## src/design/dcache_settings.svh

```systemverilog
`ifndef DCACHE_SETTINGS_SVH
`define DCACHE_SETTINGS_SVH

// Line index width.
// 12 bits give 4096 lines, taken from address bits 13..2.
`define DCACHE_INDEX_BITS 12

// Lowest address that bypasses the cache.
// Everything at or above it goes straight to the bus.
`define DCACHE_UNCACHED_BASE 32'h4000_0000

`endif

```

## src/design/dcache_pkg.sv

```systemverilog
`default_nettype none

// Line word layout, 64 bits:
//   [63:32] data word
//   [31:2]  address tag, the full word address of the cached word
//   [1]     dirty
//   [0]     valid
package dcache_pkg;

	// Controller states.
	typedef enum logic [2:0] {
		IDLE,
		LOOKUP,
		RD_WRITEBACK,
		RD_FILL,
		RD_UNCACHED,
		WR_BUS,
		WAIT_END
	} cache_state_e;

	// Access kinds, as picked by the decoder in LOOKUP.
	typedef enum logic [2:0] {
		READ_HIT,
		READ_FILL,
		READ_EVICT_FILL,
		READ_UNCACHED,
		WRITE_LOCAL,
		WRITE_EVICT,
		WRITE_UNCACHED
	} access_kind_e;

endpackage

`default_nettype wire

```

## src/design/dcache_access_decode.sv

```systemverilog
`default_nettype none

`include "dcache_settings.svh"

module dcache_access_decode (
	input wire i_rw,
	input wire [31:0] i_address,
	input wire [63:0] i_line,
	input wire i_initialized,
	output dcache_pkg::access_kind_e o_kind
);

	import dcache_pkg::*;

	logic cacheable;
	logic line_valid;
	logic line_dirty;
	logic tag_match;
	logic hit;
	logic must_evict;

	// Nothing is cacheable until the clear sweep has finished.
	assign cacheable = i_initialized && (i_address < `DCACHE_UNCACHED_BASE);

	assign line_valid = i_line[0];
	assign line_dirty = i_line[1];

	// Tag holds the whole word address.
	assign tag_match = (i_line[31:2] == i_address[31:2]);

	assign hit = line_valid && tag_match;

	// Old word belongs elsewhere and memory is stale.
	assign must_evict = line_valid && line_dirty && !tag_match;

	always_comb begin
		if (!i_rw) begin
			// Read side.
			if (!cacheable) begin
				o_kind = READ_UNCACHED;
			end else if (hit) begin
				o_kind = READ_HIT;
			end else if (must_evict) begin
				o_kind = READ_EVICT_FILL;
			end else begin
				o_kind = READ_FILL;
			end
		end else begin
			// Write side.
			if (!cacheable) begin
				o_kind = WRITE_UNCACHED;
			end else if (must_evict) begin
				o_kind = WRITE_EVICT;
			end else begin
				// Same address, invalid or clean line.
				o_kind = WRITE_LOCAL;
			end
		end
	end

endmodule

`default_nettype wire

```

## config.mk

```make
export PLATFORM = sky130hd
export DESIGN_NAME = dcache_access_decode
export DESIGN_NICKNAME = d
export VERILOG_FILES = /design/src/design/dcache_pkg.sv /design/src/design/dcache_access_decode.sv
export VERILOG_INCLUDE_DIRS = /design/src /design/src/design
export SDC_FILE = /design/constraint.sdc
export NUM_CORES = 1
export LEC_CHECK = 0
export ABC_AREA = 1
export BUFFER_PORTS_ARGS = -buffer_cell sky130_fd_sc_hd__buf_2
export CAP_MARGIN = 10
export CORE_MARGIN = 2
export CORE_UTILIZATION = 28
export DETAILED_ROUTE_END_ITERATION = 7
export GPL_TIMING_DRIVEN = 0
export PLACE_DENSITY_LB_ADDON = 0.15
export SETUP_SLACK_MARGIN = 0.15
export SLEW_MARGIN = 10
export SYNTH_ARGS = -nofsm -noshare
export SYNTH_HDL_FRONTEND = slang
export SYNTH_SLANG_ARGS = --single-unit
```

## constraint.sdc

```tcl
create_clock -name vclk -period 0.8
set_input_delay 0 -clock vclk [all_inputs]
set_output_delay 0 -clock vclk [all_outputs]
set_load 0.005 [all_outputs]
```

==> impl_metrics.env <==
export IMPL_status="finished, violations left"
export IMPL_violations="negative setup slack"
export IMPL_seq_cells=0
export IMPL_worst_slew_pin_slew_ns=0.158
export IMPL_p_leak_nw=0.660
export IMPL_synth_top_cells_by_count="52 x nand2_1, 25 x inv_1, 16 x nor2_1, 16 x xnor2_1, 3 x nand3_1"
export IMPL_power_share_switching_pct=38.0
export IMPL_grt_max_degree=4
export IMPL_power_frac_clock_pct=0
export IMPL_layout_nets=285
export IMPL_rsz0062_at_grt="true"
export IMPL_grt_busiest_layer="met2"
export IMPL_slew_violations=0
export IMPL_cp_slowest_cell="xnor2_1"
export IMPL_grt_pass1_vias=606
export IMPL_drc_errors=0
export IMPL_dpl_hpwl_mm=1.28
export IMPL_die_area_um2=2330
export IMPL_p_comb_share_pct=100.0
export IMPL_fmax_ghz=1.14
export IMPL_ios=101
export IMPL_io_buffers=67
export IMPL_p_switching_uw=177
export IMPL_via_per_inst=3.93
export IMPL_p_total_uw=465
export IMPL_syn_avg_cell_area_um2=4.65
export IMPL_hold_path_class="in2out"
export IMPL_final_seq_area_um2=0
export IMPL_relSlewSlack_pct=89.5
export IMPL_gp_congestion=0.577
export IMPL_utilization_pct=55.2
export IMPL_diodes=0
export IMPL_end_kind="output pin"
export IMPL_yosysTopAreaCellShare_pct=35.5
export IMPL_area_delta_synth_final_pct=91.1
export IMPL_p_seq_share_pct=0
export IMPL_synth_cell_types=9
export IMPL_start_kind="input port"
export IMPL_routed_wl_mm=1.43
export IMPL_cp_required_ns=0.80
export IMPL_grt_use_total_pct=10.5
export IMPL_wire_per_inst_um=6.74
export IMPL_yosysMostFrequentCell="nand2_1"
export IMPL_syn_instance_count=118
export IMPL_yosys_top_cells_area="nand2_1 36%, xnor2_1 26%, inv_1 17%"
export IMPL_grt_util_met2_pct=24.7
export IMPL_vias=834
export IMPL_antenna_left=0
export IMPL_drtIter0Drc=3
export IMPL_finalHoldViolations=0
export IMPL_internal_power_uw=288
export IMPL_grt_pass1_wl_mm=1.88
export IMPL_ir_drop_mv=0.236
export IMPL_setup_ws_ns=-0.0737
export IMPL_die_h_um=48.3
export IMPL_ys_seq_area_share_pct=0
export IMPL_syn_nets=216
export IMPL_die_w_um=48.3
export IMPL_grt_ovfl_total=0
export IMPL_drt_pass1_iter_count=4
export IMPL_hold_buffers=0
export IMPL_start_util_pct=28.9
export IMPL_layout_drive_gt1_share_pct=43.2
export IMPL_row_count=16
export IMPL_synth_area_um2=549
export IMPL_cp_buffers_inverters=3
export IMPL_global_route_usage_met1_pct=9.67
export IMPL_core_um2=1900
export IMPL_finalCritPeriodShare_pct=109
export IMPL_worstSetupPathType="in2out"
export IMPL_synth_top_area_cell="nand2_1"
export IMPL_setup_viol=2
export IMPL_cp_cell_sequence="buf_2 -> xnor2_1 -> nand2_1 -> nor2_1 -> nand2_1 -> nor2_2 -> nand3_1 -> nand2_1 -> inv_1 -> buf_2"
export IMPL_arrival_ns=0.87
export IMPL_clock_buffer_count=0
export IMPL_finalCriticalPeriod_ns=0.874
export IMPL_path_max_fanout=2
export IMPL_antenna_found_initial=0
export IMPL_yosys_warnings=0
export IMPL_grt_util_met3_pct=0.741
export IMPL_cp_top_family="simple AND/OR/NAND/NOR gates"
export IMPL_worst_path_largest_cell_delay_ns=0.12
export IMPL_cpMostUsedCell="nand2_1"
export IMPL_maxCapViolations=0
export IMPL_power_density_nw_per_um2=443
[cell type report]
cell class	count	area, um2
Buffer	1	7.51
Fill cell	198	852
Inverter	25	93.8
Multi-Input combinational cell	92	485
Tap cell	27	33.8
Timing Repair Buffer	67	429
[repair_timing]
action                     in CTS  in global routing
setup endpoints to repair       2                  2
gates resized for setup         8                 17
pin swaps                      10                 20
setup buffers                   0                  0
cloned                          0                  0
[routing by layer]
layer  vias up  share of wire (%)
met3         0                9.3
met2        33                 54
li1        467                  -
met4         0                  0
met1       334                 37
met5         -                  0
[metrics by stage]
stage                     worst slack, ns  cells  TNS [ns]  cell area (um2)  hold WS (ns)
after floorplan                     0.209    118         0              549        0.0808
after global placement            -0.0815    212    -0.150              918         0.290
after detailed placement          -0.0912    212    -0.170              918         0.292
after CTS                         -0.0797    212    -0.144              971         0.293
after global routing               -0.175    212    -0.332             1050         0.320
final                             -0.0737    212    -0.124             1050         0.289
[worst paths after layout]
path	startpoint	endpoint	slack, ns	depth (start not counted)
setup / recovery	i_address[8]	o_kind[0]	-0.07	10
hold / removal	i_rw	o_kind[2]	0.29	3
[kinds of logic (layout without fill, tap and decap cells)]
kind of cell | after synthesis | count (layout) | synth area share, %
AND/OR/NAND/NOR | 73 | 73 | 51.5
buffers and inverters | 26 | 93 | 18.5
AO/OA/AOI/OAI | 1 | 1 | 1.37
XOR/XNOR | 18 | 18 | 28.7
[tightest hold or removal path, stage by stage]
cell and delay (ns):
buf_2 0.10, buf_4 0.09, buf_2 0.09
[layout by cell type (no fill, tap or decap)]
cell type / instances
buf_4: 1
nor2_1: 16
buf_6: 15
buf_2: 52
nand2_1: 52
xnor2_2: 5
inv_2: 5
xor2_1: 2
nor2_2: 2
xnor2_1: 11
inv_1: 20
a22oi_1: 1
nand3_1: 3
[power by group through the flow]
stage | registers (mW) | logic (mW) | clock network (mW)
after floorplan | 0 | 0.190 | 0
after global placement | 0 | 0.385 | 0
after detailed placement | 0 | 0.396 | 0
after global routing | 0 | 0.527 | 0
after CTS | 0 | 0.426 | 0
final | 0 | 0.465 | 0
Note: power is estimated with default switching activity, not from simulation.
