**config.mk**
```make
export PLATFORM = sky130hd
export DESIGN_NAME = dcache_controller
export DESIGN_NICKNAME = d
export VERILOG_FILES = /design/src/design/dcache_settings.svh /design/src/design/dcache_pkg.sv /design/src/design/dcache_controller.sv
export SDC_FILE = /design/constraint.sdc
export NUM_CORES = 1
export LEC_CHECK = 0
export BUFFER_PORTS_ARGS = -buffer_cell sky130_fd_sc_hd__clkbuf_2
export CAP_MARGIN = 20
export CORE_AREA = 2 2 130 132
export CTS_CLUSTER_DIAMETER = 40
export DETAILED_ROUTE_END_ITERATION = 10
export DIE_AREA = 0 0 132 134
export GPL_TIMING_DRIVEN = 0
export PLACE_DENSITY = 0.63
export SLEW_MARGIN = 5
export SYNTH_ARGS = -nofsm -noshare
export SYNTH_HDL_FRONTEND = slang
export SYNTH_SLANG_ARGS = --single-unit
```
**constraint.sdc**
```tcl
create_clock -name i_clock -period 12.2 [get_ports i_clock]
set_input_delay 2.44 -clock i_clock [delete_from_list [all_inputs] [get_ports i_clock]]
set_output_delay 2.44 -clock i_clock [all_outputs]
set_load 0.02 [all_outputs]
```
**src/design/dcache_settings.svh**
```systemverilog
`ifndef DCACHE_SETTINGS_SVH
`define DCACHE_SETTINGS_SVH

// Line index width.
// 12 bits give 4096 lines, taken from address bits 13..2.
`define DCACHE_INDEX_BITS 12

// Lowest address that bypasses the cache.
// Everything at or above it goes straight to the bus.
`define DCACHE_UNCACHED_BASE 32'h4000_0000

`endif

```
**src/design/dcache_pkg.sv**
```systemverilog
`default_nettype none

// Line word layout, 64 bits:
//   [63:32] data word
//   [31:2]  address tag, the full word address of the cached word
//   [1]     dirty
//   [0]     valid
package dcache_pkg;

	// Controller states.
	typedef enum logic [2:0] {
		IDLE,
		LOOKUP,
		RD_WRITEBACK,
		RD_FILL,
		RD_UNCACHED,
		WR_BUS,
		WAIT_END
	} cache_state_e;

	// Access kinds, as picked by the decoder in LOOKUP.
	typedef enum logic [2:0] {
		READ_HIT,
		READ_FILL,
		READ_EVICT_FILL,
		READ_UNCACHED,
		WRITE_LOCAL,
		WRITE_EVICT,
		WRITE_UNCACHED
	} access_kind_e;

endpackage

`default_nettype wire

```
**src/design/dcache_controller.sv**
```systemverilog
`default_nettype none

module dcache_controller (
	input wire i_clock,
	input wire i_reset,

	// CPU port.
	input wire i_request,
	input wire i_rw,
	input wire [31:0] i_address,
	input wire [31:0] i_wdata,
	output logic o_ready,
	output logic [31:0] o_rdata,

	// Line store and decoder.
	input wire [63:0] i_line,
	input dcache_pkg::access_kind_e i_kind,
	output logic o_line_write,
	output logic [63:0] o_line_wdata,

	// Bus port.
	output logic o_bus_request,
	output logic o_bus_rw,
	output logic [31:0] o_bus_address,
	output logic [31:0] o_bus_wdata,
	input wire i_bus_ready,
	input wire [31:0] i_bus_rdata
);

	import dcache_pkg::*;

	cache_state_e state;

	logic [31:0] line_data;
	logic [31:0] line_address;
	logic fill_done;
	logic lookup_write;

	assign line_data = i_line[63:32];
	assign line_address = {i_line[31:2], 2'b00};

	// Fill completes on the read handshake.
	assign fill_done = (state == RD_FILL) && i_bus_ready;

	// Cacheable writes update the line in LOOKUP even when evicting.
	assign lookup_write = (state == LOOKUP) && i_rw &&
		((i_kind == WRITE_LOCAL) || (i_kind == WRITE_EVICT));

	assign o_line_write = lookup_write || fill_done;

	// Fills land clean and writes land dirty.
	always_comb begin
		if (state == RD_FILL) begin
			o_line_wdata = {i_bus_rdata, i_address[31:2], 2'b01};
		end else begin
			o_line_wdata = {i_wdata, i_address[31:2], 2'b11};
		end
	end

	assign o_ready = i_request && (state == WAIT_END);

	always_ff @(posedge i_clock) begin
		if (i_reset) begin
			state <= IDLE;
			o_bus_request <= 1'b0;
			o_bus_rw <= 1'b0;
		end else begin
			case (state)
				IDLE: begin
					if (i_request) begin
						state <= LOOKUP;
					end
				end

				// Line store now shows the line for i_address.
				LOOKUP: begin
					case (i_kind)
						READ_HIT: begin
							o_rdata <= line_data;
							state <= WAIT_END;
						end
						READ_FILL: begin
							o_bus_request <= 1'b1;
							o_bus_rw <= 1'b0;
							o_bus_address <= i_address;
							state <= RD_FILL;
						end
						READ_EVICT_FILL: begin
							// Write back first and fill afterwards.
							o_bus_request <= 1'b1;
							o_bus_rw <= 1'b1;
							o_bus_address <= line_address;
							o_bus_wdata <= line_data;
							state <= RD_WRITEBACK;
						end
						READ_UNCACHED: begin
							o_bus_request <= 1'b1;
							o_bus_rw <= 1'b0;
							o_bus_address <= i_address;
							state <= RD_UNCACHED;
						end
						WRITE_LOCAL: begin
							state <= WAIT_END;
						end
						WRITE_EVICT: begin
							// Old word leaves while the new one is stored.
							o_bus_request <= 1'b1;
							o_bus_rw <= 1'b1;
							o_bus_address <= line_address;
							o_bus_wdata <= line_data;
							state <= WR_BUS;
						end
						WRITE_UNCACHED: begin
							o_bus_request <= 1'b1;
							o_bus_rw <= 1'b1;
							o_bus_address <= i_address;
							o_bus_wdata <= i_wdata;
							state <= WR_BUS;
						end
						default: begin
							state <= WAIT_END;
						end
					endcase
				end

				RD_WRITEBACK: begin
					if (i_bus_ready) begin
						// Request stays up and turns into the fill read.
						o_bus_rw <= 1'b0;
						o_bus_address <= i_address;
						state <= RD_FILL;
					end
				end

				RD_FILL: begin
					if (i_bus_ready) begin
						o_bus_request <= 1'b0;
						o_rdata <= i_bus_rdata;
						state <= WAIT_END;
					end
				end

				RD_UNCACHED: begin
					if (i_bus_ready) begin
						o_bus_request <= 1'b0;
						o_rdata <= i_bus_rdata;
						state <= WAIT_END;
					end
				end

				WR_BUS: begin
					if (i_bus_ready) begin
						o_bus_request <= 1'b0;
						o_bus_rw <= 1'b0;
						state <= WAIT_END;
					end
				end

				// Hold the answer until the CPU lets go.
				WAIT_END: begin
					if (!i_request) begin
						state <= IDLE;
					end
				end

				default: begin
					state <= IDLE;
				end
			endcase
		end
	end

	// The CPU is answered only once the last bus transfer is over.
	a_ready_bus_quiet: assert property (
		@(posedge i_clock) disable iff (i_reset)
		o_ready |-> !o_bus_request
	);

	// A pending bus transfer holds until the slave answers.
	a_bus_request_held: assert property (
		@(posedge i_clock) disable iff (i_reset)
		o_bus_request && !i_bus_ready |=>
			o_bus_request && $stable(o_bus_address) && $stable(o_bus_rw) &&
			(!o_bus_rw || $stable(o_bus_wdata))
	);

endmodule

`default_nettype wire

```
==> results of run 1 <==
-- power by group --
group / switching [mW] / internal [mW]
registers: 0.00640 / 0.411
clock network: 0.136 / 0.141
logic: 0.139 / 0.116
total: 0.282 / 0.668
-- cell families (layout without fill, tap and decap cells) --
group	Yosys count	after routing	share of synthesized area (%)
buffers and inverters	59	407	7.772
xor gates and xnor gates	3	3	0.5070
and+or+nand+nor	127	127	10.98
other	1	1	0.07234
DFF	101	101	57.54
AOI/OAI and AO/OA	17	17	2.317
muxes	96	96	20.81
-- through the flow --
stage | hold WS, ps | cells | util (%)
after floorplan | 600.0 | 404 | -
after global placement | 506.4 | 949 | 43.50
after detailed placement | 516.2 | 956 | 44.17
after CTS | 534.5 | 972 | 45.90
after global routing | 545.7 | 972 | 45.90
final | 533.4 | 972 | 45.90
-- layer usage --
layer | GRT usage [%] | share of wire, % | vias up | wire [µm]
met5 | 0 | 0 | - | 0
met1 | 18.91 | 38 | 1958 | 5918
li1 | - | - | 2105 | -
met4 | 4.589 | 1.6 | 0 | 246
met2 | 30.30 | 51 | 208 | 7940
met3 | 6.274 | 8.9 | 17 | 1375
-- sequential cells by signal (all words and copies together) (netlist names) --
name	cells
o_bus_request	1
state	3
o_rdata	32
o_bus_address	32
o_bus_wdata	32
o_bus_rw	1
-- path summary, 6_finish.rpt --
check	depth (start not counted)	start	to	slack, ps
worst max-delay path	5	i_kind[2]	o_line_write	6580
worst min-delay path	2	o_bus_request$_SDFFE_PP0P_	o_bus_request$_SDFFE_PP0P_	530
worst max register to register	5	state[0]$_SDFFE_PP0P_	o_rdata[22]$_DFFE_PP_	9700
worst min register to register	2	o_bus_request$_SDFFE_PP0P_	o_bus_request$_SDFFE_PP0P_	530
-- cell usage in the layout (no fill, tap or decap), types with 2 or more instances in the layout --
master                      count
sky130_fd_sc_hd__a31oi_1        3
sky130_fd_sc_hd__buf_4         35
sky130_fd_sc_hd__nor3b_1        3
sky130_fd_sc_hd__mux2_2        91
sky130_fd_sc_hd__inv_1          4
sky130_fd_sc_hd__or3_1          2
sky130_fd_sc_hd__buf_6          9
sky130_fd_sc_hd__mux2_1         3
sky130_fd_sc_hd__edfxtp_1      96
sky130_fd_sc_hd__nor3_2         2
sky130_fd_sc_hd__dfxtp_1        5
sky130_fd_sc_hd__and3b_1        2
sky130_fd_sc_hd__nand2b_1       2
sky130_fd_sc_hd__xor2_1         2
sky130_fd_sc_hd__and2b_1        2
sky130_fd_sc_hd__buf_2          7
sky130_fd_sc_hd__mux2i_1        2
sky130_fd_sc_hd__o21ai_0        4
sky130_fd_sc_hd__nor2b_1        7
sky130_fd_sc_hd__a21oi_1        3
sky130_fd_sc_hd__buf_1          2
sky130_fd_sc_hd__nand3_1        4
sky130_fd_sc_hd__clkbuf_16      9
sky130_fd_sc_hd__clkbuf_1       6
sky130_fd_sc_hd__clkinv_1       2
sky130_fd_sc_hd__nand2_1       97
sky130_fd_sc_hd__clkbuf_2     325
sky130_fd_sc_hd__clkinv_4       3
-- final cells by class --
class / instances / area [µm²] / area share [%]
Sequential cell: 101 / 2983 / 39.89
Tap cell: 220 / 275.3 / 3.681
Multi-Input combinational cell: 244 / 1819 / 24.33
Buffer: 54 / 384.1 / 5.137
Timing Repair Buffer: 332 / 1714 / 22.92
Clock buffer: 9 / 225.2 / 3.012
Clock inverter: 7 / 57.56 / 0.7697
Inverter: 5 / 18.77 / 0.2510
-- critical path, stage by stage --
cell and delay, ps:
sky130_fd_sc_hd__clkbuf_2 150, sky130_fd_sc_hd__nor2b_1 220, sky130_fd_sc_hd__nand3_1 90, sky130_fd_sc_hd__o21ai_0 80
sky130_fd_sc_hd__clkbuf_2 200
==> impl_results.html, run 1 <==
<table>
<tr><th>Metric</th><th>Value</th></tr>
<tr><th colspan="2">CTS</th></tr>
<tr><td>TritonCTS buffer count</td><td>9</td></tr>
<tr><td>TritonCTS Sinks</td><td>101</td></tr>
<tr><td>Clock Tree Root</td><td>sky130_fd_sc_hd__clkbuf_16</td></tr>
<tr><td>CTS Buffer Depth</td><td>2</td></tr>
<tr><td>Clk_lat worst skew</td><td>350 ps</td></tr>
<tr><td>Hold_buf cts</td><td>0</td></tr>
<tr><td>Clock-pin slew of the registers on the worst-case setup and hold paths</td><td>80 ps</td></tr>
<tr><td>TritonCTS clock tree</td><td>built</td></tr>
<tr><td>CTS resizes</td><td>0</td></tr>
<tr><td>Post-CTS setup buffer count</td><td>0</td></tr>
<tr><td>CTS H-Tree Depth</td><td>3</td></tr>
<tr><th colspan="2">Routing</th></tr>
<tr><td>Iteration count of the initial detailed-routing pass</td><td>4</td></tr>
<tr><td>Post-DRT Antenna Nets</td><td>0</td></tr>
<tr><td>Vias per cell</td><td>4.412</td></tr>
<tr><td>Final wirelength</td><td>15480 µm</td></tr>
<tr><td>Average wire length per cell after detail routing</td><td>15.93 µm</td></tr>
<tr><td>Total DRC errors in the routed layout</td><td>0</td></tr>
<tr><td>Iteration-0 DRC count of the detailed router</td><td>126</td></tr>
<tr><td>Via count</td><td>4288</td></tr>
<tr><th colspan="2">Power</th></tr>
<tr><td>Highest ir drop seen on vdd</td><td>79.13 µV</td></tr>
<tr><td>Leakage power figure</td><td>3.475 nW</td></tr>
<tr><td>Total power of the final layout</td><td>949.4 µW</td></tr>
<tr><td>Cell area power density</td><td>127.0 nW/µm²</td></tr>
<tr><th colspan="2">Global routing</th></tr>
<tr><td>Largest net degree at the start of global routing</td><td>21</td></tr>
<tr><td>Total global-route track usage</td><td>16.91%</td></tr>
<tr><td>First-pass GRT wire length</td><td>22780 µm</td></tr>
<tr><td>Remaining Overflow, GRT</td><td>0</td></tr>
<tr><td>Vias in the first global route</td><td>4114</td></tr>
<tr><td>Antenna violations before repair</td><td>0</td></tr>
<tr><th colspan="2">Critical path</th></tr>
<tr><td>Class of the most critical setup path</td><td>in -&gt; out</td></tr>
<tr><td>Critical path data arrival time</td><td>3180 ps</td></tr>
<tr><td>Top fanout value on the critical path</td><td>7</td></tr>
<tr><td>Type of element capturing the critical path</td><td>output port</td></tr>
<tr><td>Data required time at the worst endpoint</td><td>9760 ps</td></tr>
<tr><td>Critical Path Source Type</td><td>primary input</td></tr>
<tr><th colspan="2">Die</th></tr>
<tr><td>Vertical die dimension</td><td>134 µm</td></tr>
<tr><td>Rows</td><td>47</td></tr>
<tr><td>Ports placed on the boundary</td><td>332</td></tr>
<tr><td>Core Box Area</td><td>16290 µm²</td></tr>
<tr><td>Area enclosed by the die boundary</td><td>17690 µm²</td></tr>
<tr><td>Effective utilization at floorplan</td><td>31.82%</td></tr>
<tr><td>Die span in x</td><td>132 µm</td></tr>
<tr><th colspan="2">Logic synthesis</th></tr>
<tr><td>Net Count, Synth</td><td>572</td></tr>
<tr><td>Dominant cell type by area after synthesis</td><td>sky130_fd_sc_hd__edfxtp_1</td></tr>
<tr><td>Post-synthesis cell count</td><td>404</td></tr>
<tr><td>Summed instance area of the synthesized netlist</td><td>5184 µm²</td></tr>
<tr><td>Leading cell type by number of instances after synthesis</td><td>sky130_fd_sc_hd__nand2_1</td></tr>
<tr><td>Area share of the largest cell type after synthesis</td><td>55.61%</td></tr>
<tr><td>Mean Syn Cell Area</td><td>12.83 µm²</td></tr>
<tr><td>Count of different cell masters after synthesis</td><td>38</td></tr>
<tr><td>Synth warnings</td><td>0</td></tr>
<tr><td>Number of synthesized register bits</td><td>101</td></tr>
<tr><td>Number of synthesized flops with an enable pin</td><td>96</td></tr>
<tr><td>Main flop type after synthesis</td><td>sky130_fd_sc_hd__edfxtp_1</td></tr>
<tr><td>Post-synth ARST share</td><td>0%</td></tr>
<tr><td>Commonest cells post-synth</td><td>sky130_fd_sc_hd__nand2_1, sky130_fd_sc_hd__edfxtp_1, sky130_fd_sc_hd__mux2_2, sky130_fd_sc_hd__buf_4</td></tr>
<tr><td>Sequential fraction of the synthesis area</td><td>57.54%</td></tr>
<tr><td>Top post-synthesis cells by area</td><td>sky130_fd_sc_hd__edfxtp_1, sky130_fd_sc_hd__mux2_2, sky130_fd_sc_hd__nand2_1, sky130_fd_sc_hd__buf_4, sky130_fd_sc_hd__dfxtp_1</td></tr>
<tr><th colspan="2">STA</th></tr>
<tr><td>Final cycle utilization of the critical path</td><td>46.08%</td></tr>
<tr><td>Max-slew violation count</td><td>0</td></tr>
<tr><td>Unrepaired setup endpoints after global routing</td><td>false</td></tr>
<tr><td>Final Hold Fails</td><td>0</td></tr>
<tr><td>Slew at the pin with the worst max-slew slack</td><td>791.5 ps</td></tr>
<tr><td>Final setup skew</td><td>9.562 ps</td></tr>
<tr><td>Number of endpoints failing setup at the final stage</td><td>0</td></tr>
<tr><td>F_max</td><td>177.9 MHz</td></tr>
<tr><td>Tmin final</td><td>5622 ps</td></tr>
<tr><td>Slew HR</td><td>46.95%</td></tr>
<tr><td>Total negative setup slack</td><td>0 ps</td></tr>
<tr><td>Post-layout worst setup margin</td><td>6578 ps</td></tr>
<tr><th colspan="2">Cells and area</th></tr>
<tr><td>Finished layout cell area</td><td>7477 µm²</td></tr>
<tr><td>Post-synthesis to final-layout area growth</td><td>44.24%</td></tr>
<tr><td>Number of nets in the final layout</td><td>915</td></tr>
<tr><td>Share of post-route cells with drive strength above 1</td><td>65.43%</td></tr>
<tr><td>Filler cells</td><td>1543</td></tr>
<tr><td>Count of antenna diodes in the layout</td><td>0</td></tr>
<tr><th colspan="2">Place</th></tr>
<tr><td>Final weighted congestion in routability-driven placement</td><td>0.7918</td></tr>
<tr><td>Worst slack after detailed placement</td><td>6583 ps</td></tr>
<tr><td>Placed inst area</td><td>7194 µm²</td></tr>
<tr><td>Half-perimeter wire length of the detailed placement result</td><td>12400 µm</td></tr>
<tr><td>Port-buffer cells</td><td>325</td></tr>
<tr><th colspan="2">Run</th></tr>
<tr><td># Max-Cap Violations</td><td>0</td></tr>
<tr><th colspan="2">Hold path</th></tr>
<tr><td>Hold WC Path Type</td><td>reg -&gt; reg</td></tr>
<tr><th colspan="2">Outcome</th></tr>
<tr><td>Run status</td><td>completed</td></tr>
</table>
Note: power is estimated with default switching activity, not from simulation.
==> inputs of run 2 (changes only) <==
--- a/config.mk
+++ b/config.mk
@@ -7,12 +7,12 @@
 export LEC_CHECK = 0
 export BUFFER_PORTS_ARGS = -buffer_cell sky130_fd_sc_hd__clkbuf_2
 export CAP_MARGIN = 20
-export CORE_AREA = 2 2 130 132
+export CORE_AREA = 2 2 129 131
 export CTS_CLUSTER_DIAMETER = 40
 export DETAILED_ROUTE_END_ITERATION = 10
-export DIE_AREA = 0 0 132 134
+export DIE_AREA = 0 0 131 133
 export GPL_TIMING_DRIVEN = 0
-export PLACE_DENSITY = 0.63
+export PLACE_DENSITY = 0.66
 export SLEW_MARGIN = 5
 export SYNTH_ARGS = -nofsm -noshare
 export SYNTH_HDL_FRONTEND = slang
==> constraint.sdc (replaced) <==
create_clock -name i_clock -period 5.08 [get_ports i_clock]
set_input_delay 1.016 -clock i_clock [delete_from_list [all_inputs] [get_ports i_clock]]
set_output_delay 1.016 -clock i_clock [all_outputs]
set_load 0.02 [all_outputs]
==> run 2 against run 1 <==
  * Sequential power grew 140%
  * Combinational power grew 140%
  * Critical path type is now reg -> out
  * Register-to-register slack lost 7100 ps
  * Power grew 150%
  * Clock skew shrank 5.8 ps
  * Worst setup slack lost 4600 ps
  * Clock-buffer cell count grew 1
  * Clock power grew to 2.6 times the previous value
  * Sequential share of layout area is the same
  * Utilization grew 0.33 points
  * Hold slack gained 12 ps
==> impl_results.html, run 2 (synthesis gave the netlist of run 1 again) <==
<table>
<tr><th>Metric</th><th>Value</th></tr>
<tr><th colspan="2">Outcome</th></tr>
<tr><td>Run status</td><td>completed</td></tr>
<tr><th colspan="2">Die</th></tr>
<tr><td>Area enclosed by the die boundary</td><td>17420 µm² (-1.5%)</td></tr>
<tr><td>Effective utilization at floorplan</td><td>32.05% (+0.23 points)</td></tr>
<tr><td>Core Box Area</td><td>16170 µm² (-0.72%)</td></tr>
<tr><td>Ports placed on the boundary</td><td>332 (unchanged)</td></tr>
<tr><td>Rows</td><td>47 (unchanged)</td></tr>
<tr><td>Die span in x</td><td>131 µm (-0.76%)</td></tr>
<tr><td>Vertical die dimension</td><td>133 µm (-0.75%)</td></tr>
<tr><th colspan="2">Critical path</th></tr>
<tr><td>Critical path data arrival time</td><td>2140 ps (-1040 ps)</td></tr>
<tr><td>Maximum single-stage delay on the critical path</td><td>390 ps (+170 ps)</td></tr>
<tr><td>Cell mode on critical path</td><td>sky130_fd_sc_hd__nand2_1</td></tr>
<tr><td>RR Startpoint</td><td>state[1]$_SDFFE_PP0P_</td></tr>
<tr><td>Class of the most critical setup path</td><td>reg -&gt; out</td></tr>
<tr><td>Cell with the biggest individual delay on the critical path</td><td>sky130_fd_sc_hd__dfxtp_1</td></tr>
<tr><td>Crit Reg-Reg Endpoint</td><td>o_bus_address[29]$_DFFE_PP_</td></tr>
<tr><td>Count of cells along the worst register-to-register path</td><td>6 (+1)</td></tr>
<tr><td>Top fanout value on the critical path</td><td>10 (+3)</td></tr>
<tr><td>Critical Path Source Type</td><td>flip-flop</td></tr>
<tr><td>Type of element capturing the critical path</td><td>output port</td></tr>
<tr><td>Data required time at the worst endpoint</td><td>4060 ps (-5700 ps)</td></tr>
<tr><td>Flop-to-flop setup slack</td><td>2620 ps (-7080 ps)</td></tr>
<tr><td>CP cell instances</td><td>and3b_1 -&gt; buf_2 -&gt; clkinv_1 -&gt; clkbuf_1 -&gt; nand2_1 -&gt; nand2_1 -&gt; clkbuf_2</td></tr>
<tr><th colspan="2">STA</th></tr>
<tr><td>F_max</td><td>317.4 MHz</td></tr>
<tr><td>Tmin final</td><td>3151 ps</td></tr>
<tr><td>Slew HR</td><td>38.04% (-8.9 points)</td></tr>
<tr><td>Final Hold Fails</td><td>0 (unchanged)</td></tr>
<tr><td>Number of endpoints failing setup at the final stage</td><td>0 (unchanged)</td></tr>
<tr><td>Slew at the pin with the worst max-slew slack</td><td>924.3 ps (+132.8 ps)</td></tr>
<tr><td>Unrepaired setup endpoints after global routing</td><td>false</td></tr>
<tr><td>Final setup skew</td><td>3.768 ps (-5.794 ps)</td></tr>
<tr><td>Max-slew violation count</td><td>0 (unchanged)</td></tr>
<tr><td>Total negative setup slack</td><td>0 ps (unchanged)</td></tr>
<tr><td>Final cycle utilization of the critical path</td><td>62.03%</td></tr>
<tr><th colspan="2">Place</th></tr>
<tr><td>Port-buffer cells</td><td>325 (unchanged)</td></tr>
<tr><td>Half-perimeter wire length of the detailed placement result</td><td>13210 µm (+6.6%)</td></tr>
<tr><td>Number of placed cells counting well taps</td><td>955 (-0.10%)</td></tr>
<tr><td>Final weighted congestion in routability-driven placement</td><td>0.7923 (about the same)</td></tr>
<tr><th colspan="2">Routing</th></tr>
<tr><td>Iteration count of the initial detailed-routing pass</td><td>4 (unchanged)</td></tr>
<tr><td>Vias per cell</td><td>4.565 (+3.5%)</td></tr>
<tr><td>Average wire length per cell after detail routing</td><td>17.03 µm (+6.9%)</td></tr>
<tr><td>Via count</td><td>4428 (+3.3%)</td></tr>
<tr><td>Final wirelength</td><td>16520 µm (+6.7%)</td></tr>
<tr><td>Post-DRT Antenna Nets</td><td>0 (unchanged)</td></tr>
<tr><td>Total DRC errors in the routed layout</td><td>0 (unchanged)</td></tr>
<tr><td>Iteration-0 DRC count of the detailed router</td><td>131 (+4.0%)</td></tr>
<tr><th colspan="2">CTS</th></tr>
<tr><td>Clock Tree Root</td><td>sky130_fd_sc_hd__clkbuf_16</td></tr>
<tr><td>TritonCTS Sinks</td><td>101 (unchanged)</td></tr>
<tr><td>Hold_buf cts</td><td>0 (unchanged)</td></tr>
<tr><td>Clock-pin slew of the registers on the worst-case setup and hold paths</td><td>70 ps (about the same)</td></tr>
<tr><td>Clk_lat worst skew</td><td>340 ps (about the same)</td></tr>
<tr><td>TritonCTS clock tree</td><td>built</td></tr>
<tr><td>TritonCTS buffer count</td><td>9 (unchanged)</td></tr>
<tr><td>CTS Buffer Depth</td><td>2 (unchanged)</td></tr>
<tr><td>Post-CTS setup buffer count</td><td>0 (unchanged)</td></tr>
<tr><td>CTS resizes</td><td>0 (unchanged)</td></tr>
<tr><td>CTS H-Tree Depth</td><td>3 (unchanged)</td></tr>
<tr><th colspan="2">Global routing</th></tr>
<tr><td>Largest net degree at the start of global routing</td><td>23 (+9.5%)</td></tr>
<tr><td>Antenna violations before repair</td><td>0 (unchanged)</td></tr>
<tr><td>Remaining Overflow, GRT</td><td>0 (unchanged)</td></tr>
<tr><td>Total global-route track usage</td><td>18.16% (+1.3 points)</td></tr>
<tr><td>Vias in the first global route</td><td>4336 (+5.4%)</td></tr>
<tr><td>First-pass GRT wire length</td><td>23670 µm (+3.9%)</td></tr>
<tr><th colspan="2">Power</th></tr>
<tr><td>Highest ir drop seen on vdd</td><td>138.4 µV (+75%)</td></tr>
<tr><td>Cell area power density</td><td>313.9 nW/µm² (+150%)</td></tr>
<tr><td>Leakage power figure</td><td>3.477 nW (about the same)</td></tr>
<tr><th colspan="2">Hold path</th></tr>
<tr><td>Hold WC Path Type</td><td>reg -&gt; reg</td></tr>
<tr><td>Startpoint of the most critical hold path</td><td>o_bus_request$_SDFFE_PP0P_</td></tr>
<tr><td>Hold Path Sink</td><td>o_bus_request$_SDFFE_PP0P_</td></tr>
<tr><td>Number of stages on the worst hold path</td><td>2 (unchanged)</td></tr>
<tr><th colspan="2">Cells and area</th></tr>
<tr><td>Share of post-route cells with drive strength above 1</td><td>65.07% (-0.36 points)</td></tr>
<tr><td>Top library cells by usage in the layout, fill and taps aside</td><td>sky130_fd_sc_hd__clkbuf_2, sky130_fd_sc_hd__nand2_1, sky130_fd_sc_hd__edfxtp_1, sky130_fd_sc_hd__mux2_2, sky130_fd_sc_hd__buf_4</td></tr>
<tr><td>Leading cell type in the layout, fill and taps excluded</td><td>sky130_fd_sc_hd__clkbuf_2</td></tr>
<tr><td>Number of nets in the final layout</td><td>914 (-0.11%)</td></tr>
<tr><td>Count of antenna diodes in the layout</td><td>0 (unchanged)</td></tr>
<tr><td>Layout Cells excl Fill</td><td>970 (-0.21%)</td></tr>
<tr><td>Share of the core filled with cells in the final layout</td><td>46.24% (+0.33 points)</td></tr>
<tr><td>Post-synthesis to final-layout area growth</td><td>44.24% (unchanged)</td></tr>
<tr><td>Largest registers</td><td>o_bus_address: 32 flops, o_bus_wdata: 32 flops, o_rdata: 32 flops</td></tr>
<tr><th colspan="2">Run</th></tr>
<tr><td># Max-Cap Violations</td><td>0 (unchanged)</td></tr>
</table>
[run 2: cell count changes in the layout (fill, tap and decap cells not counted), sizes merged]
| cell | before | now |
|---|---|---|
| bufinv | 0 | 2 |
| clkinv | 5 | 4 |
| inv | 6 | 4 |
| buf | 55 | 54 |
| clkbuf | 340 | 341 |
| clkinvlp | 1 | 0 |
[run 2: worst max path at each step]
stage | start | to
after floorplan | i_kind[1] | o_bus_address[0]$_DFFE_PP_
after global routing | state[1]$_SDFFE_PP0P_ | o_line_wdata[47]
after CTS | state[1]$_SDFFE_PP0P_ | o_line_wdata[50]
final | state[1]$_SDFFE_PP0P_ | o_line_wdata[50]
after detailed placement | i_kind[1] | o_bus_address[29]$_DFFE_PP_
after global placement | i_kind[2] | o_bus_wdata[4]$_DFFE_PP_
[run 2: metal layers]
layer | global-route usage, % | share of wire, % | up-vias
met4 | 4.669 | 1.4 | 0
met2 | 32.76 | 52 | 196
met5 | 0 | 0 | -
met1 | 20.35 | 38 | 2116
li1 | - | - | 2102
met3 | 5.944 | 8.3 | 14
[run 2: layout make-up]
cell class	count	area, µm²
clock inverter	5	76.32
inverter	5	18.77
sequential	101	2983
timing repair buffer	331	1692
multi-input combinational	244	1819
clock buffer	10	229.0
buffer	54	384.1
tap	220	275.3
fill	1534	8695
[run 2: critical path: cells and delay by family (launching register included)]
kind | cells | cell delay [ps]
buffers and inverters | 4 | 1030
and+or+nand+nor | 3 | 370
DFF | 1 | 390
[run 2: where the power goes]
group	internal [mW]	switching [mW]	total, mW	leakage, nW
clock	0.427	0.302	0.729	0.148
sequential	0.987	0.0161	1.00	0.911
combinational	0.275	0.340	0.615	2.42
[run 2: stage by stage]
step | power (mW) | hold slack, ps | cell area [µm²] | worst slack, ps
after detailed placement | 1.643 | 523.6 | 7172 | 1984
after global placement | 1.633 | 525.9 | 7086 | -843.9
after global routing | 2.451 | 589.0 | 7477 | 1744
after CTS | 2.379 | 539.9 | 7477 | 1861
final | 2.347 | 545.9 | 7477 | 1929
after floorplan | 1.415 | 600.0 | 5184 | 1021
==> inputs of run 3 (changes only) <==
--- a/config.mk
+++ b/config.mk
@@ -7,12 +7,12 @@
 export LEC_CHECK = 0
 export BUFFER_PORTS_ARGS = -buffer_cell sky130_fd_sc_hd__clkbuf_2
 export CAP_MARGIN = 20
-export CORE_AREA = 2 2 129 131
+export CORE_AREA = 2 2 130 132
 export CTS_CLUSTER_DIAMETER = 40
 export DETAILED_ROUTE_END_ITERATION = 10
-export DIE_AREA = 0 0 131 133
+export DIE_AREA = 0 0 132 134
 export GPL_TIMING_DRIVEN = 0
-export PLACE_DENSITY = 0.66
+export PLACE_DENSITY = 0.63
 export SLEW_MARGIN = 5
 export SYNTH_ARGS = -nofsm -noshare
 export SYNTH_HDL_FRONTEND = slang
==> constraint.sdc (replaced) <==
create_clock -name i_clock -period 3.15 [get_ports i_clock]
set_input_delay 0.63 -clock i_clock [delete_from_list [all_inputs] [get_ports i_clock]]
set_output_delay 0.63 -clock i_clock [all_outputs]
set_load 0.02 [all_outputs]
==> run 3 against run 2 <==
  * Sequential share of layout area decreased by 0.10 points
  * Clock-buffer cell count did not move
  * Non-clock buffer count is 2 lower
  * Power grew 60%
==> impl_results.html, run 3 (synthesis gave the netlist of run 1 again) <==
<table>
<tr><th>Metric</th><th>Value</th></tr>
<tr><th colspan="2">STA</th></tr>
<tr><td>Tmin final</td><td>2880 ps</td></tr>
<tr><td>Post-layout worst setup margin</td><td>270.4 ps (-1659 ps)</td></tr>
<tr><td>Slew HR</td><td>53.75% (+16 points)</td></tr>
<tr><td>Total negative setup slack</td><td>0 ps (unchanged)</td></tr>
<tr><td>Final setup skew</td><td>10.25 ps (+6.483 ps)</td></tr>
<tr><td>Final Hold Fails</td><td>0 (unchanged)</td></tr>
<tr><td>Max-slew violation count</td><td>0 (unchanged)</td></tr>
<tr><td>Slew at the pin with the worst max-slew slack</td><td>691.4 ps (-232.9 ps)</td></tr>
<tr><td>Unrepaired setup endpoints after global routing</td><td>false</td></tr>
<tr><td>Number of endpoints failing setup at the final stage</td><td>0 (unchanged)</td></tr>
<tr><td>F_max</td><td>347.3 MHz</td></tr>
<tr><td>Final cycle utilization of the critical path</td><td>91.42%</td></tr>
<tr><th colspan="2">Global routing</th></tr>
<tr><td>Global-route track usage on met2</td><td>32.09% (-0.67 points)</td></tr>
<tr><td>Met3 Use GR</td><td>5.782% (-0.16 points)</td></tr>
<tr><td>Total global-route track usage</td><td>17.94% (-0.22 points)</td></tr>
<tr><td>Largest net degree at the start of global routing</td><td>25 (+8.7%)</td></tr>
<tr><td>Peak-usage layer in the global routing report</td><td>met2</td></tr>
<tr><td>First-pass GRT wire length</td><td>24240 µm (+2.4%)</td></tr>
<tr><td>GR met1 Demand/Resource</td><td>20.50% (+0.15 points)</td></tr>
<tr><td>Remaining Overflow, GRT</td><td>0 (unchanged)</td></tr>
<tr><td>Antenna violations before repair</td><td>0 (unchanged)</td></tr>
<tr><td>Vias in the first global route</td><td>4338 (+0.046%)</td></tr>
<tr><th colspan="2">Die</th></tr>
<tr><td>Die span in x</td><td>132 µm (+0.76%)</td></tr>
<tr><td>Effective utilization at floorplan</td><td>31.82% (-0.23 points)</td></tr>
<tr><td>Area enclosed by the die boundary</td><td>17690 µm² (+1.5%)</td></tr>
<tr><td>Vertical die dimension</td><td>134 µm (+0.75%)</td></tr>
<tr><td>Ports placed on the boundary</td><td>332 (unchanged)</td></tr>
<tr><td>Rows</td><td>47 (unchanged)</td></tr>
<tr><td>Core Box Area</td><td>16290 µm² (+0.73%)</td></tr>
<tr><th colspan="2">Cells and area</th></tr>
<tr><td>Filler cells</td><td>1560 (+1.7%)</td></tr>
<tr><td>Post-synthesis to final-layout area growth</td><td>44.61%</td></tr>
<tr><td>Share of post-route cells with drive strength above 1</td><td>65.29% (+0.22 points)</td></tr>
<tr><td>Count of antenna diodes in the layout</td><td>0 (unchanged)</td></tr>
<tr><td>Number of nets in the final layout</td><td>912 (-0.22%)</td></tr>
<tr><td>Leading cell type in the layout, fill and taps excluded</td><td>sky130_fd_sc_hd__clkbuf_2</td></tr>
<tr><td>Top library cells by usage in the layout, fill and taps aside</td><td>sky130_fd_sc_hd__clkbuf_2, sky130_fd_sc_hd__nand2_1, sky130_fd_sc_hd__edfxtp_1, sky130_fd_sc_hd__mux2_2, sky130_fd_sc_hd__buf_4</td></tr>
<tr><td>Largest registers</td><td>o_bus_address: 32 flops, o_bus_wdata: 32 flops, o_rdata: 32 flops</td></tr>
<tr><th colspan="2">Place</th></tr>
<tr><td>Half-perimeter wire length of the detailed placement result</td><td>12880 µm (-2.6%)</td></tr>
<tr><td>Worst slack after detailed placement</td><td>620.8 ps (-1363 ps)</td></tr>
<tr><td>Final weighted congestion in routability-driven placement</td><td>0.7965 (+0.53%)</td></tr>
<tr><td>Port-buffer cells</td><td>325 (unchanged)</td></tr>
<tr><th colspan="2">Hold path</th></tr>
<tr><td>Hold WC Path Type</td><td>reg -&gt; reg</td></tr>
<tr><th colspan="2">CTS</th></tr>
<tr><td>TritonCTS buffer count</td><td>9 (unchanged)</td></tr>
<tr><td>Hold_buf cts</td><td>0 (unchanged)</td></tr>
<tr><td>TritonCTS clock tree</td><td>built</td></tr>
<tr><td>TritonCTS Sinks</td><td>101 (unchanged)</td></tr>
<tr><td>Clk_lat worst skew</td><td>350 ps (about the same)</td></tr>
<tr><td>CTS Buffer Depth</td><td>2 (unchanged)</td></tr>
<tr><td>Clock Tree Root</td><td>sky130_fd_sc_hd__clkbuf_16</td></tr>
<tr><td>CTS resizes</td><td>0 (unchanged)</td></tr>
<tr><td>Post-CTS setup buffer count</td><td>0 (unchanged)</td></tr>
<tr><td>Clock-pin slew of the registers on the worst-case setup and hold paths</td><td>70 ps (about the same)</td></tr>
<tr><td>CTS H-Tree Depth</td><td>3 (unchanged)</td></tr>
<tr><th colspan="2">Critical path</th></tr>
<tr><td>Maximum single-stage delay on the critical path</td><td>400 ps (about the same)</td></tr>
<tr><td>Cell mode on critical path</td><td>sky130_fd_sc_hd__nand2_1</td></tr>
<tr><td>CP cell instances</td><td>and3b_1 -&gt; buf_2 -&gt; clkinv_1 -&gt; clkbuf_1 -&gt; nand2_1 -&gt; nand2_1 -&gt; clkbuf_2</td></tr>
<tr><td>Top fanout value on the critical path</td><td>10 (unchanged)</td></tr>
<tr><td>Class of the most critical setup path</td><td>reg -&gt; out</td></tr>
<tr><td>Type of element capturing the critical path</td><td>output port</td></tr>
<tr><td>Cell with the biggest individual delay on the critical path</td><td>sky130_fd_sc_hd__dfxtp_1</td></tr>
<tr><td>Data required time at the worst endpoint</td><td>2520 ps (-1540 ps)</td></tr>
<tr><td>Critical Path Source Type</td><td>flip-flop</td></tr>
<tr><td>Critical path data arrival time</td><td>2250 ps (+110 ps)</td></tr>
<tr><th colspan="2">Routing</th></tr>
<tr><td>Post-DRT Antenna Nets</td><td>0 (unchanged)</td></tr>
<tr><td>Vias per cell</td><td>4.467 (-2.1%)</td></tr>
<tr><td>Final wirelength</td><td>16010 µm (-3.1%)</td></tr>
<tr><td>Iteration count of the initial detailed-routing pass</td><td>4 (unchanged)</td></tr>
<tr><td>Total DRC errors in the routed layout</td><td>0 (unchanged)</td></tr>
<tr><td>Via count</td><td>4329 (-2.2%)</td></tr>
<tr><td>Average wire length per cell after detail routing</td><td>16.52 µm (-3.0%)</td></tr>
<tr><td>Iteration-0 DRC count of the detailed router</td><td>154 (+18%)</td></tr>
<tr><th colspan="2">Power</th></tr>
<tr><td>Leakage power figure</td><td>3.466 nW (-0.30%)</td></tr>
<tr><td>Cell area power density</td><td>500.5 nW/µm² (+59%)</td></tr>
<tr><td>Total power of the final layout</td><td>3.752 mW (+60%)</td></tr>
<tr><td>Highest ir drop seen on vdd</td><td>247.5 µV (+79%)</td></tr>
<tr><th colspan="2">Run</th></tr>
<tr><td># Max-Cap Violations</td><td>0 (unchanged)</td></tr>
<tr><th colspan="2">Outcome</th></tr>
<tr><td>Run status</td><td>completed</td></tr>
</table>
[run 3: cell count changes in the layout (fill, tap and decap cells not counted), sizes merged]
cell | before | now
clkinvlp | 0 | 3
buf | 54 | 52
bufinv | 2 | 1
clkinv | 4 | 1
inv | 4 | 6
[run 3: routing by layer]
layer	vias up	wire length, µm	part of all wire, %
met4	0	205	1.3
li1	2090	-	-
met2	210	8114	51
met5	-	0	0
met3	14	1376	8.6
met1	2015	6308	39
[run 3: layout make-up]
class	instances	area (µm²)	share of cell area [%]
buffer	54	384.1	5.124
multi-input combinational	244	1832	24.44
clock buffer	10	229.0	3.055
timing repair buffer	329	1704	22.73
tap	220	275.3	3.672
sequential	101	2983	39.79
inverter	5	18.77	0.2504
clock inverter	6	70.07	0.9347
[run 3: worst paths after layout]
| kind | slack (ps) | cells past startpoint | start | to |
|---|---|---|---|---|
| min | 540 | 2 | o_bus_request$_SDFFE_PP0P_ | o_bus_request$_SDFFE_PP0P_ |
| max | 270 | 7 | state[1]$_SDFFE_PP0P_ | o_line_wdata[52] |
| max reg2reg | 780 | 5 | state[0]$_SDFFE_PP0P_ | o_rdata[16]$_DFFE_PP_ |
| min reg2reg | 540 | 2 | o_bus_request$_SDFFE_PP0P_ | o_bus_request$_SDFFE_PP0P_ |
[run 3: metrics by stage]
step	hold WS, ps	util (%)	cell area, µm²	std cells
global placement	512.1	43.58	7099	949
CTS	546.2	46.02	7496	969
global route	559.7	46.02	7496	969
floorplan	600.0	-	5197	404
detailed placement	528.2	44.18	7197	953
finish	543.4	46.02	7496	969
[run 3: worst max-delay path, delay by kind of cell (launching register included)]
family                 cells  cell delay [ps]
AND/OR/NAND/NOR            3              390
flip-flops                 1              400
buffers and inverters      4             1100
[run 3: power breakdown]
part	total (mW)	internal (mW)	switching, mW	leakage [nW]
clock	1.13	0.623	0.511	0.136
combinational	1.00	0.447	0.554	2.42
sequential	1.62	1.59	0.0257	0.911
total	3.75	2.66	1.09	3.47
